## config.mk

```make
export PLATFORM = sky130hd
export DESIGN_NAME = soc_top
export DESIGN_NICKNAME = d
export VERILOG_FILES = /design/src/soc_pkg.sv /design/src/pi1_if.sv /design/src/soc_reset.sv /design/src/pi1_decode.sv /design/src/devtbl.sv /design/src/gpio.sv /design/src/dev_stage.sv /design/src/soc_top.sv
export SDC_FILE = /design/constraint.sdc
export NUM_CORES = 1
export LEC_CHECK = 0
export ABC_CLOCK_PERIOD_IN_PS = 5190
export BUFFER_PORTS_ARGS = -buffer_cell sky130_fd_sc_hd__buf_2
export CAP_MARGIN = 10
export CORE_ASPECT_RATIO = 0.75
export CORE_UTILIZATION = 54
export CTS_CLUSTER_DIAMETER = 120
export DETAILED_ROUTE_END_ITERATION = 10
export GPL_TIMING_DRIVEN = 0
export PLACE_DENSITY_LB_ADDON = 0.3
export RECOVER_POWER = 100
export SLEW_MARGIN = 20
export SYNTH_ARGS = -nofsm -noshare
export SYNTH_HDL_FRONTEND = slang
export SYNTH_SLANG_ARGS = --single-unit
```

## constraint.sdc

```tcl
create_clock -name clk_4x_w -period 5.19 [get_ports clk_4x_w]
set_clock_uncertainty 0.2 [all_clocks]
set_input_delay 0.2595 -clock clk_4x_w [delete_from_list [all_inputs] [get_ports clk_4x_w]]
set_output_delay 0.2595 -clock clk_4x_w [all_outputs]
set_load 0.03 [all_outputs]
```

## src/soc_pkg.sv

```systemverilog
// shared widths, bus op codes, slave map and device table constants; 32-bit data, three slaves only
`default_nettype none

package soc_pkg;

	// data and word address widths
	localparam int ARCHBITSZ = 32;
	localparam int ADDRBITSZ = ARCHBITSZ - 2;

	typedef logic [ARCHBITSZ-1:0] arch_t;
	typedef logic [ADDRBITSZ-1:0] addr_t;
	typedef logic [(ARCHBITSZ/8)-1:0] sel_t;

	localparam int GPIOCOUNT = 8;

	typedef logic [GPIOCOUNT-1:0] gpio_t;

	// pi1 op codes; code 3 (read-write swap) is reserved
	typedef enum logic [1:0] {
		PI1_NOP   = 2'd0,
		PI1_WRITE = 2'd1,
		PI1_READ  = 2'd2
	} pi1_op_e;

	// slave index in address map order from word 0
	typedef logic [1:0] slave_t;

	localparam slave_t S_DEVTBL     = 2'd0;
	localparam slave_t S_GPIO       = 2'd1;
	localparam slave_t S_INVALIDDEV = 2'd2;

	localparam int SLAVECOUNT = 3;

	// every slave owns 4 KB of the map
	localparam addr_t MAPSZ_WORDS = addr_t'(1024);

	// device table contents
	localparam arch_t SOCID            = 32'd4;
	localparam arch_t DEVID_DEVTBL     = 32'd7;
	localparam arch_t DEVID_GPIO       = 32'd6;
	localparam arch_t DEVID_INVALIDDEV = 32'd0;
	localparam arch_t MAPSZ_BYTES      = 32'h1000;

	// reset counter short enough for simulation
	localparam int RST_CNTR_BITSZ = 6;

	typedef logic [RST_CNTR_BITSZ-1:0] rst_cntr_t;

endpackage

`default_nettype wire

```

## src/pi1_if.sv

```systemverilog
// decoded pi1 request between the decode and device stages; valid pulses one cycle per request
`default_nettype none

interface pi1_if;

	import soc_pkg::*;

	// one request in flight, so no ready path back on this link
	logic    valid;
	pi1_op_e op;
	// word offset inside the selected slave
	addr_t   offset;
	arch_t   data;
	sel_t    sel;
	slave_t  slave;

	modport decode (
		output valid,
		output op,
		output offset,
		output data,
		output sel,
		output slave
	);

	modport dev_stage (
		input valid,
		input op,
		input offset,
		input data,
		input sel,
		input slave
	);

endinterface

`default_nettype wire

```

## src/soc_reset.sv

```systemverilog
// device reset from rst_p, a reload counter and devtbl requests; power-off holds until rst_p pulses
`default_nettype none

module soc_reset (
	input  wire  clk_4x_w,
	input  wire  rst_p,
	input  logic rst0_i,
	input  logic rst1_i,
	output logic dev_rst_o
);

	import soc_pkg::*;

	rst_cntr_t rst_cntr_q;
	logic      pwroff_q;
	logic      sw_cold;
	logic      sw_warm;
	logic      sw_pwroff;

	// software request decode
	assign sw_cold   = rst0_i & rst1_i;
	assign sw_warm   = ~rst0_i & rst1_i;
	assign sw_pwroff = rst0_i & ~rst1_i;

	// no global reset here, so cold falls back to a warm reload
	always_ff @(posedge clk_4x_w) begin
		if (rst_p || sw_warm || sw_cold) begin
			rst_cntr_q <= '1;
		end else if (rst_cntr_q != '0) begin
			rst_cntr_q <= rst_cntr_q - 1'b1;
		end
	end

	// the power-off latch is cleared only by the external reset
	always_ff @(posedge clk_4x_w) begin
		if (rst_p) begin
			pwroff_q <= 1'b0;
		end else if (sw_pwroff) begin
			pwroff_q <= 1'b1;
		end
	end

	assign dev_rst_o = rst_p | pwroff_q | (|rst_cntr_q);

	// a latched power-off only goes away after rst_p
	a_pwroff_hold: assert property (@(posedge clk_4x_w)
		($past(pwroff_q) && !pwroff_q) |-> $past(rst_p));

endmodule

`default_nettype wire

```

## src/pi1_decode.sv

```systemverilog
// pi1 decode stage; master must hold op until rdy, only one request is in flight at a time
`default_nettype none

module pi1_decode (
	input  wire               clk_4x_w,
	input  wire               rst_i,
	input  soc_pkg::pi1_op_e  op_i,
	input  soc_pkg::addr_t    addr_i,
	input  soc_pkg::arch_t    data_i,
	input  soc_pkg::sel_t     sel_i,
	input  logic              rdy_i,
	pi1_if.decode             req
);

	import soc_pkg::*;

	logic   busy_q;
	logic   accept;
	slave_t slave_d;
	addr_t  offset_d;

	assign accept = !busy_q && (op_i != PI1_NOP);

	// slaves are laid out back to back in index order
	always_comb begin
		if (addr_i < MAPSZ_WORDS) begin
			slave_d = S_DEVTBL;
		end else if (addr_i < (MAPSZ_WORDS << 1)) begin
			slave_d = S_GPIO;
		end else begin
			slave_d = S_INVALIDDEV;
		end
		offset_d = addr_i - (addr_t'(slave_d) * MAPSZ_WORDS);
	end

	// busy from accept until the device stage answers
	always_ff @(posedge clk_4x_w) begin
		if (rst_i) begin
			busy_q    <= 1'b0;
			req.valid <= 1'b0;
		end else begin
			req.valid <= accept;
			if (accept) begin
				busy_q <= 1'b1;
			end else if (rdy_i) begin
				busy_q <= 1'b0;
			end
		end
	end

	// request payload
	always_ff @(posedge clk_4x_w) begin
		if (accept) begin
			req.op     <= op_i;
			req.offset <= offset_d;
			req.data   <= data_i;
			req.sel    <= sel_i;
			req.slave  <= slave_d;
		end
	end

	// the swap op is not part of this bus, so it must never get through
	a_no_reserved_op: assert property (@(posedge clk_4x_w) disable iff (rst_i)
		accept |=> (req.valid && (req.op inside {PI1_WRITE, PI1_READ})));

endmodule

`default_nettype wire

```

## src/devtbl.sv

```systemverilog
// device table with fixed ids and map sizes; word 0 write with sel[0] sets the reset requests
`default_nettype none

module devtbl (
	input  wire             clk_4x_w,
	input  wire             rst_i,
	input  logic            wr_i,
	input  soc_pkg::addr_t  rd_offset_i,
	input  soc_pkg::arch_t  data_i,
	input  soc_pkg::sel_t   sel_i,
	output soc_pkg::arch_t  data_o,
	output logic            rst0_o,
	output logic            rst1_o
);

	import soc_pkg::*;

	logic  rst0_q;
	logic  rst1_q;
	addr_t entry;

	// device id per slave index
	function automatic arch_t devid(input slave_t idx);
		arch_t id;
		case (idx)
			S_DEVTBL:     id = DEVID_DEVTBL;
			S_GPIO:       id = DEVID_GPIO;
			S_INVALIDDEV: id = DEVID_INVALIDDEV;
			default:      id = '0;
		endcase
		return id;
	endfunction

	// each device takes two words from word 2 on with the id before the map size
	assign entry = rd_offset_i - addr_t'(2);

	always_comb begin
		data_o = '0;
		if (rd_offset_i == addr_t'(0)) begin
			data_o = SOCID;
		end else if (rd_offset_i == addr_t'(1)) begin
			data_o = arch_t'(SLAVECOUNT);
		end else if (rd_offset_i < addr_t'(2 + 2 * SLAVECOUNT)) begin
			if (entry[0]) begin
				data_o = MAPSZ_BYTES;
			end else begin
				data_o = devid(slave_t'(entry >> 1));
			end
		end
	end

	// bit 0 asks for power-off, bit 1 for warm reset, both for cold
	always_ff @(posedge clk_4x_w) begin
		if (rst_i) begin
			rst0_q <= 1'b0;
			rst1_q <= 1'b0;
		end else if (wr_i && (rd_offset_i == addr_t'(0)) && sel_i[0]) begin
			rst0_q <= data_i[0];
			rst1_q <= data_i[1];
		end
	end

	assign rst0_o = rst0_q;
	assign rst1_o = rst1_q;

endmodule

`default_nettype wire

```

## src/gpio.sv

```systemverilog
// eight-bit gpio; inputs pass a two-flop synchronizer, outputs load only with sel[0] on word 0
`default_nettype none

module gpio (
	input  wire             clk_4x_w,
	input  wire             rst_i,
	input  logic            wr_i,
	input  soc_pkg::addr_t  offset_i,
	input  soc_pkg::arch_t  data_i,
	input  soc_pkg::sel_t   sel_i,
	input  soc_pkg::gpio_t  gp_i,
	output soc_pkg::arch_t  data_o,
	output soc_pkg::gpio_t  gp_o
);

	import soc_pkg::*;

	gpio_t gp_meta_q;
	gpio_t gp_sync_q;
	gpio_t out_q;

	// input synchronizer
	always_ff @(posedge clk_4x_w) begin
		gp_meta_q <= gp_i;
		gp_sync_q <= gp_meta_q;
	end

	always_ff @(posedge clk_4x_w) begin
		if (rst_i) begin
			out_q <= '0;
		end else if (wr_i && (offset_i == addr_t'(0)) && sel_i[0]) begin
			out_q <= data_i[GPIOCOUNT-1:0];
		end
	end

	// word 0 reads inputs, word 1 reads back the outputs
	always_comb begin
		case (offset_i)
			addr_t'(0): data_o = arch_t'(gp_sync_q);
			addr_t'(1): data_o = arch_t'(out_q);
			default:    data_o = '0;
		endcase
	end

	assign gp_o = out_q;

endmodule

`default_nettype wire

```

## src/dev_stage.sv

```systemverilog
// device access stage; answers every request one cycle after valid, default slave reads zero
`default_nettype none

module dev_stage (
	input  wire             clk_4x_w,
	input  wire             rst_i,
	pi1_if.dev_stage        req,
	input  soc_pkg::gpio_t  gp_i,
	output soc_pkg::arch_t  data_o,
	output logic            rdy_o,
	output soc_pkg::gpio_t  gp_o,
	output logic            rst0_o,
	output logic            rst1_o
);

	import soc_pkg::*;

	logic  is_write;
	logic  wr_devtbl;
	logic  wr_gpio;
	arch_t devtbl_data;
	arch_t gpio_data;
	arch_t rd_data_d;
	arch_t data_q;
	logic  rdy_q;

	// write strobes go to the selected slave only
	assign is_write  = req.valid && (req.op == PI1_WRITE);
	assign wr_devtbl = is_write && (req.slave == S_DEVTBL);
	assign wr_gpio   = is_write && (req.slave == S_GPIO);

	devtbl i_devtbl (
		.clk_4x_w    (clk_4x_w),
		.rst_i       (rst_i),
		.wr_i        (wr_devtbl),
		.rd_offset_i (req.offset),
		.data_i      (req.data),
		.sel_i       (req.sel),
		.data_o      (devtbl_data),
		.rst0_o      (rst0_o),
		.rst1_o      (rst1_o)
	);

	gpio i_gpio (
		.clk_4x_w (clk_4x_w),
		.rst_i    (rst_i),
		.wr_i     (wr_gpio),
		.offset_i (req.offset),
		.data_i   (req.data),
		.sel_i    (req.sel),
		.gp_i     (gp_i),
		.data_o   (gpio_data),
		.gp_o     (gp_o)
	);

	// writes and the default slave read back zero
	always_comb begin
		rd_data_d = '0;
		if (req.op == PI1_READ) begin
			case (req.slave)
				S_DEVTBL: rd_data_d = devtbl_data;
				S_GPIO:   rd_data_d = gpio_data;
				default:  rd_data_d = '0;
			endcase
		end
	end

	always_ff @(posedge clk_4x_w) begin
		if (req.valid) begin
			data_q <= rd_data_d;
		end
	end

	always_ff @(posedge clk_4x_w) begin
		if (rst_i) begin
			rdy_q <= 1'b0;
		end else begin
			rdy_q <= req.valid;
		end
	end

	assign data_o = data_q;
	assign rdy_o  = rdy_q;

	a_one_strobe: assert property (@(posedge clk_4x_w) disable iff (rst_i)
		$onehot0({wr_devtbl, wr_gpio}));

endmodule

`default_nettype wire

```

## src/soc_top.sv

```systemverilog
// bus and system control top; single pi1 master, fixed two-cycle latency, all on clk_4x_w
`default_nettype none

module soc_top (
	input  wire               clk_4x_w,
	input  wire               rst_p,
	input  soc_pkg::pi1_op_e  pi1_op_i,
	input  soc_pkg::addr_t    pi1_addr_i,
	input  soc_pkg::arch_t    pi1_data_i,
	input  soc_pkg::sel_t     pi1_sel_i,
	output soc_pkg::arch_t    pi1_data_o,
	output logic              pi1_rdy_o,
	input  soc_pkg::gpio_t    gp_i,
	output soc_pkg::gpio_t    gp_o,
	output logic              dev_rst_o
);

	logic rst0_w;
	logic rst1_w;

	pi1_if req_if ();

	// dev_rst_o also resets everything below
	soc_reset i_soc_reset (
		.clk_4x_w  (clk_4x_w),
		.rst_p     (rst_p),
		.rst0_i    (rst0_w),
		.rst1_i    (rst1_w),
		.dev_rst_o (dev_rst_o)
	);

	pi1_decode i_pi1_decode (
		.clk_4x_w (clk_4x_w),
		.rst_i    (dev_rst_o),
		.op_i     (pi1_op_i),
		.addr_i   (pi1_addr_i),
		.data_i   (pi1_data_i),
		.sel_i    (pi1_sel_i),
		.rdy_i    (pi1_rdy_o),
		.req      (req_if.decode)
	);

	dev_stage i_dev_stage (
		.clk_4x_w (clk_4x_w),
		.rst_i    (dev_rst_o),
		.req      (req_if.dev_stage),
		.gp_i     (gp_i),
		.data_o   (pi1_data_o),
		.rdy_o    (pi1_rdy_o),
		.gp_o     (gp_o),
		.rst0_o   (rst0_w),
		.rst1_o   (rst1_w)
	);

endmodule

`default_nettype wire

```

==> key figures, run 1 <==
Detailed routing
  • Vias: 2468
  • Initial drt markers: 110
  • Via density: roughly 4.8
  • Total Wirelength: 6886 um
  • Avg WL per Cell: around 13 um
  • Routed Antenna Nets: 0
  • Initial DRT Pass Iterations: 7
  • Post-route DRC violation count: 8

Setup path
  • CP startpoint kind: input pin
  • Worst Setup End Kind: flip-flop
  • Crit path from: pi1_addr_i[21]
  • R2R Path Start: i_pi1_decode.req.valid
  • WP data arrival: around 3.8 ns
  • R2r setup slk: 1.63 ns
  • R2R depth: 5
  • Required @ worst endpoint: 5.08 ns
  • Crit path max fanout: 6
  • Setup CP Type: in2reg
  • CP endpoint: i_pi1_decode.req.offset[27]
  • FF-to-FF End: i_dev_stage.i_gpio.gp_o[7]

CTS
  • Root Driver: clkbuf_8
  • Htree depth: 3
  • Post-CTS Setup Repair Bufs: 0
  • Number of buffers created by CTS: 9
  • CTS Hold Bufs: 31
  • CTS sink cnt: 88
  • CTS tree: built
  • Clk slew on worst S/H paths: 0.08 ns
  • CTS resizes: 0
  • Max Buffers Root-to-Sink: 2
  • Worst-Skew Late Latency: 0.36 ns

Global routing
  • GRT met3 Usage: 7.231%
  • GRT Residual Overflow: 0
  • Top Usage Layer GRT: met2
  • Initial antenna violation count: 0
  • First-pass GRT wire length: 11110 um
  • Met1 Use GR: approximately a quarter
  • M2 GR Usage: roughly a third
  • Largest net degree at the start of global routing: 36
  • All-Layer GR Usage: 21.05%
  • Vias in the first global route: between 2000 and 2500

Worst hold path
  • Worst hold path class: in2reg

Floorplanning
  • Top Ports: 120
  • Die width: 97.68 um
  • Core area: around 0.0065 mm2
  • Die area: roughly 0.0072 mm2
  • Initial Util: 57.26%
  • Row count: 25
  • Chip Height: between 70 and 80 um

Synthesis
  • Multiplexer share of the synthesized area: 4.320%
  • Flops & latches, synth: ~90
  • Most frequent cell after synthesis: edfxtp_1
  • Main synth FF type: edfxtp_1
  • Mapped Area: 0.003707 mm2
  • Synth area leader: edfxtp_1
  • Post-synth top cells: 52 x edfxtp_1, 36 x dfxtp_1, 29 x nand2_1
  • Synth top area share: 42.12%
  • Simple-gate portion of the synthesized area: 18.97%
  • Post-synthesis cell type count: 43
  • Post-synth ARST share: 0%
  • Largest family of logic cells by synthesized area: simple AND/OR/NAND/NOR gates
  • XOR/XNOR Fraction of Synth Area: 4.725%
  • Top post-synthesis cells by area: edfxtp_1 42%, dfxtp_1 19%, buf_4 4.7%
  • Post-synthesis compound-gate area fraction: 1.620%
  • Yosys Warn Count: 0
  • Synth Area per Inst: 12.40 um2
  • Syn Inst Count: 299
  • Post-synth EDFFs: 52
  • Post-Synth Adder-Cell Area: 2.227%
  • Sequential cell area fraction in the yosys report: 61.56%

Timing
  • Final setup fails: 0
  • Period utilisation layout: 74.55%
  • Min Tclk post-route: 3.869 ns
  • Slew margin rel.: -51.08%
  • Fmax: 258.5 MHz
  • Slew @ Worst Pin: 2.245 ns
  • Final Max Slew Viols: 45
  • Setup TNS: 0 ns
  • Final hold vios: 0
  • Unrepaired setup endpoints after global routing: false

Run status
  • Status: complete, but fails checks
  • Failing checks: design-rule violations, max-capacitance violations, max-slew violations

Finish
  • Post-layout nets: approximately 520
  • Layout cells sized above 1: a little under a quarter
  • Design area: 0.004648 mm2
  • Area delta synth->final: 25.38%
  • Post-route insts no fill: 518
  • ANT cells: 0

Power
  • Lkg Pwr: 1.856 nW
  • Maximum VDD drop: 0.2041 mV
  • Power Density: approximately 290 mW/mm2
  • Tot Pwr: 1.334 mW

Place
  • GPL Wtd Cong: 0.7952
  • Post-DP HPWL: 4780 um
  • Placed cell count: 471
  • I/O Buffers: between 60 and 70
  • Placed Area: 0.004252 mm2

Flow run
  • Max cap viols: 2
==> how the worst min path moves through the flow <==
| stage | startpoint | cells after the start | to | slack [ns] |
|---|---|---|---|---|
| 2_1_floorplan | gp_i[0] | 0 | i_dev_stage.i_gpio.gp_meta_q[0] | 0.09 |
| 3_3_place_gp | i_dev_stage.i_gpio.gp_meta_q[2] | 0 | i_dev_stage.i_gpio.gp_sync_q[2] | 0.11 |
| 3_5_place_dp | i_dev_stage.i_gpio.gp_meta_q[7] | 0 | i_dev_stage.i_gpio.gp_sync_q[7] | 0.11 |
| 4_1_cts | pi1_addr_i[19] | 2 | i_pi1_decode.req.offset[19] | 0.006 |
| 5_1_grt | pi1_addr_i[20] | 2 | i_pi1_decode.req.offset[20] | 0.009 |
| 6_report | pi1_addr_i[29] | 2 | i_pi1_decode.req.offset[29] | 0.02 |
==> power by group <==
part           total [mW]  internal [mW]  switching (mW)
combinational       0.126         0.0579          0.0680
clock               0.422          0.180           0.242
sequential          0.787          0.773          0.0140
total                1.33           1.01           0.324
==> flip-flops by register name (all words and copies together), names as in the netlist <==
register / count
i_pi1_decode.req.data: 8
i_dev_stage.i_gpio.gp_sync_q: 8
i_dev_stage.i_gpio.gp_o: 8
i_dev_stage.i_gpio.gp_meta_q: 8
i_dev_stage.data_o: 9
i_pi1_decode.req.offset: 30
i_pi1_decode.req.valid: 1
i_dev_stage.i_devtbl.rst0_o: 1
i_dev_stage.i_devtbl.rst1_o: 1
i_soc_reset.pwroff_q: 1
i_pi1_decode.busy_q: 1
i_pi1_decode.req.slave: 2
i_soc_reset.rst_cntr_q: 6
i_dev_stage.rdy_o: 1
i_pi1_decode.req.op: 2
i_pi1_decode.req.sel: 1
==> cells by family (layout without fill, tap and decap cells) <==
family | after synthesis | count (layout)
AO/OA/AOI/OAI | 11 | 11
XOR/XNOR | 20 | 20
adder cells (fa/ha/maj) | 6 | 6
buffers and inverters | 40 | 156
flip-flops | 88 | 88
multiplexers | 16 | 16
other | 1 | 23
AND/OR/NAND/NOR | 117 | 117
==> layout make-up <==
cell class	instances	area, um2
timing repair buffer	100	623.1
sequential	88	2282
clock inverter	6	48.80
fill	488	1827
tap	81	101.3
buffer	28	193.9
inverter	12	45.04
multi-input combinational	193	1226
clock buffer	10	127.6
==> metrics by stage <==
stage	worst slack (ns)	hold slack, ns	util (%)
after floorplan	1.808	0.08722	-
after global placement	1.463	0.1126	65.35
after detailed placement	1.400	0.1121	65.66
after CTS	1.648	0.005807	73.18
after global routing	1.014	0.009352	71.79
final	1.321	0.02120	71.79
==> layout by cell type (no fill, tap or decap), types with 3 or more instances in the layout <==
cell type | netlist | routed
o21ai_0 | 6 | 6
a21oi_1 | 3 | 3
clkbuf_8 | 0 | 9
nor2b_1 | 3 | 3
buf_4 | 23 | 23
inv_1 | 11 | 11
nor2_2 | 8 | 8
clkbuf_1 | 1 | 29
nor4_1 | 8 | 10
dlygate4sd3_1 | 0 | 31
nand2_1 | 29 | 29
nand3_1 | 3 | 3
ha_1 | 5 | 5
conb_1 | 1 | 23
nand4_1 | 3 | 3
inv_6 | 0 | 3
dfxtp_1 | 36 | 36
and2_0 | 0 | 3
buf_2 | 3 | 45
or3_1 | 2 | 3
xnor2_1 | 6 | 6
nor3_1 | 11 | 13
xor2_1 | 14 | 14
nor2_1 | 22 | 22
edfxtp_1 | 52 | 52
nor4_2 | 5 | 4
mux2i_1 | 16 | 16
==> layer usage <==
metal | vias up | part of all wire (%) | wire [um]
met4 | 0 | 1.3 | 88
met5 | - | 0 | 0
li1 | 1266 | - | -
met3 | 9 | 5.5 | 377
met1 | 1128 | 45 | 3123
met2 | 65 | 48 | 3296
==> critical path, cell delays in order <==
cell and delay, ns:
dlygate4sd3_1 0.53, clkbuf_1 0.11, nor2_1 0.11, nand3_1 0.20, or3_1 0.40, nor4_1 0.37
ha_1 0.29, nor2b_1 0.08, or4_1 0.40, clkbuf_1 0.20, nor3_1 0.42, nor3b_1 0.29
xor2_1 0.11
Note: power is estimated with default switching activity, not from simulation.
==> run 2: changes to the inputs <==
- ABC_CLOCK_PERIOD_IN_PS: 5190 -> 3710
- CORE_UTILIZATION: 54 -> 50
- clock period: 5.19 -> 3.71 ns (I/O delays scaled with it)
==> run 2 against run 1 <==
Net effect:
- the flow finishes with violations (max-capacitance violations, max-slew violations)
- worst hold slack improved by 0.0040 ns
- sequential share of layout area is 2.6 points lower
- global-route usage fell by 0.31 points
==> key figures, run 2 (synthesized netlist as in run 1, its figures left out) <==
Global routing
  • First-pass GRT wire length: 11950 um
  • All-Layer GR Usage: just over 20%
  • Vias in the first global route: approximately 2500
  • GRT Residual Overflow: 0
  • Initial antenna violation count: 0
  • Largest net degree at the start of global routing: 39

CTS
  • CTS tree: built
  • Root Driver: clkbuf_8
  • Number of buffers created by CTS: 9
  • Worst-Skew Late Latency: between 0.3 and 0.4 ns
  • Max Buffers Root-to-Sink: 2
  • Htree depth: 3
  • Clk slew on worst S/H paths: approximately 0.10 ns
  • CTS sink cnt: 88

Setup path
  • Crit path max fanout: 6
  • R2R depth: 3
  • Crit path max-delay cell type: dlygate4sd3_1
  • Worst Setup End Kind: flip-flop
  • Setup CP Type: in2reg
  • WP data arrival: 3.47 ns
  • R2r setup slk: 0.74 ns
  • R2R Path Start: i_pi1_decode.busy_q
  • CP startpoint kind: input pin
  • Critical path, cell by cell: dlygate4sd3_1, buf_2, nor4_4, buf_4, nand3_4, or3_4, nor3_2, ha_1, nor2b_1, or4_4, nor3_4, clkbuf_4, nand2_1, xnor2_1
  • Slowest Stage Delay on Critical Path: approximately 0.54 ns
  • Required @ worst endpoint: 3.63 ns
  • FF-to-FF End: i_pi1_decode.req.offset[12]

Place
  • Placed cell count: between 400 and 500
  • GPL Wtd Cong: about 0.8
  • Post-DP HPWL: 5065 um
  • Placed Area: 0.004273 mm2
  • Dpl ws: -0.01161 ns
  • I/O Buffers: 68

Finish
  • Max reg flops: 30
  • Design area: 0.004910 mm2
  • Post-layout nets: 533
  • Area delta synth->final: 32.43%
  • Layout cells sized above 1: 25.77%
  • Largest Register: i_pi1_decode.req.offset
  • Post-layout util: ~70%
  • Post-route insts no fill: 552
  • ANT cells: 0
  • Most common cell after layout, fill and taps aside: edfxtp_1
  • Commonest cells after routing, fill and taps aside: 52 x edfxtp_1, 48 x buf_2, 46 x dlygate4sd3_1

Timing
  • Slew @ Worst Pin: 2.011 ns
  • Period utilisation layout: between 90 and 100%
  • Final hold vios: 0
  • Setup TNS: 0 ns
  • Unrepaired setup endpoints after global routing: false
  • Final Max Slew Viols: 39
  • Final setup fails: 0
  • Fmax: 281.2 MHz
  • Min Tclk post-route: 3.556 ns
  • PnR worst setup slack: 0.1539 ns
  • Slew margin rel.: -34.09%
  • Hold slack: 0.02523 ns

Worst hold path
  • Hold Path Sink: i_pi1_decode.req.offset[14]
  • WHS Path Cells: 2
  • Hold Path Origin: pi1_addr_i[14]
  • Worst hold path class: in2reg

Detailed routing
  • Post-route DRC violation count: 0
  • Vias: approximately 2600
  • Via density: 4.701
  • Avg WL per Cell: 13.20 um
  • Initial DRT Pass Iterations: 4
  • Initial drt markers: 122
  • Total Wirelength: 7288 um
  • Routed Antenna Nets: 0

Power
  • Power Density: roughly 390 mW/mm2
  • Tot Pwr: 1.920 mW
  • Maximum VDD drop: 0.2971 mV
  • Lkg Pwr: 1.958 nW

Floorplanning
  • Chip Height: 76.57 um
  • Core area: 0.006994 mm2
  • Die area: 0.007767 mm2
  • Initial Util: a little over half
  • Row count: 26
  • Top Ports: 120
  • Die width: ~100 um

Flow run
  • Max cap viols: 1

Run status
  • Failing checks: max-capacitance violations, max-slew violations
  • Status: complete, but fails checks
[run 2: worst max path at each step]
stage	start	to	slack, ns
after floorplan	pi1_addr_i[23]	i_pi1_decode.req.offset[27]	0.40
after global placement	pi1_addr_i[23]	i_pi1_decode.req.offset[27]	0.05
after detailed placement	pi1_addr_i[23]	i_pi1_decode.req.offset[27]	-0.01
after CTS	pi1_addr_i[16]	i_pi1_decode.req.offset[27]	0.02
after global routing	pi1_addr_i[15]	i_pi1_decode.req.offset[27]	0.03
final	pi1_addr_i[15]	i_pi1_decode.req.offset[25]	0.15
[run 2: critical path, delay by kind of cell]
kind	cells	cell delay [ns]
buf+inv	4	1.05
fa+ha+maj	1	0.26
simple gates	8	1.85
xor+xnor	1	0.13
[run 2: repair_timing]
item	CTS	global route
endpoints found under the setup margin	0	3
hold buffers	45	1
gates resized for setup	0	4
buffers inserted	0	3
endpoints found under the hold margin	51	1
[run 2: final cells by class]
cell class                 instances  area, um2
sequential                        88       2282
fill                             523       2085
multi-input combinational        193       1281
timing repair buffer             118      799.5
buffer                            27      190.2
clock buffer                       9      123.9
tap                               98      122.6
clock inverter                     7      65.06
inverter                          12      45.04
[run 2: metal layers]
layer	track usage, %	wire [um]	vias up	share of wire (%)
met3	7.706	459	4	6.3
li1	-	-	1310	-
met5	0	0	-	0
met4	6.087	36	0	0.49
met2	33.81	3578	88	49
met1	25.65	3213	1193	44
[run 2: power by group]
| group | internal [mW] | leakage [nW] | switching [mW] |
|---|---|---|---|
| sequential | 1.08 | 0.812 | 0.0193 |
| combinational | 0.0927 | 1.05 | 0.101 |
| clock | 0.262 | 0.0965 | 0.364 |
| total | 1.44 | 1.96 | 0.484 |
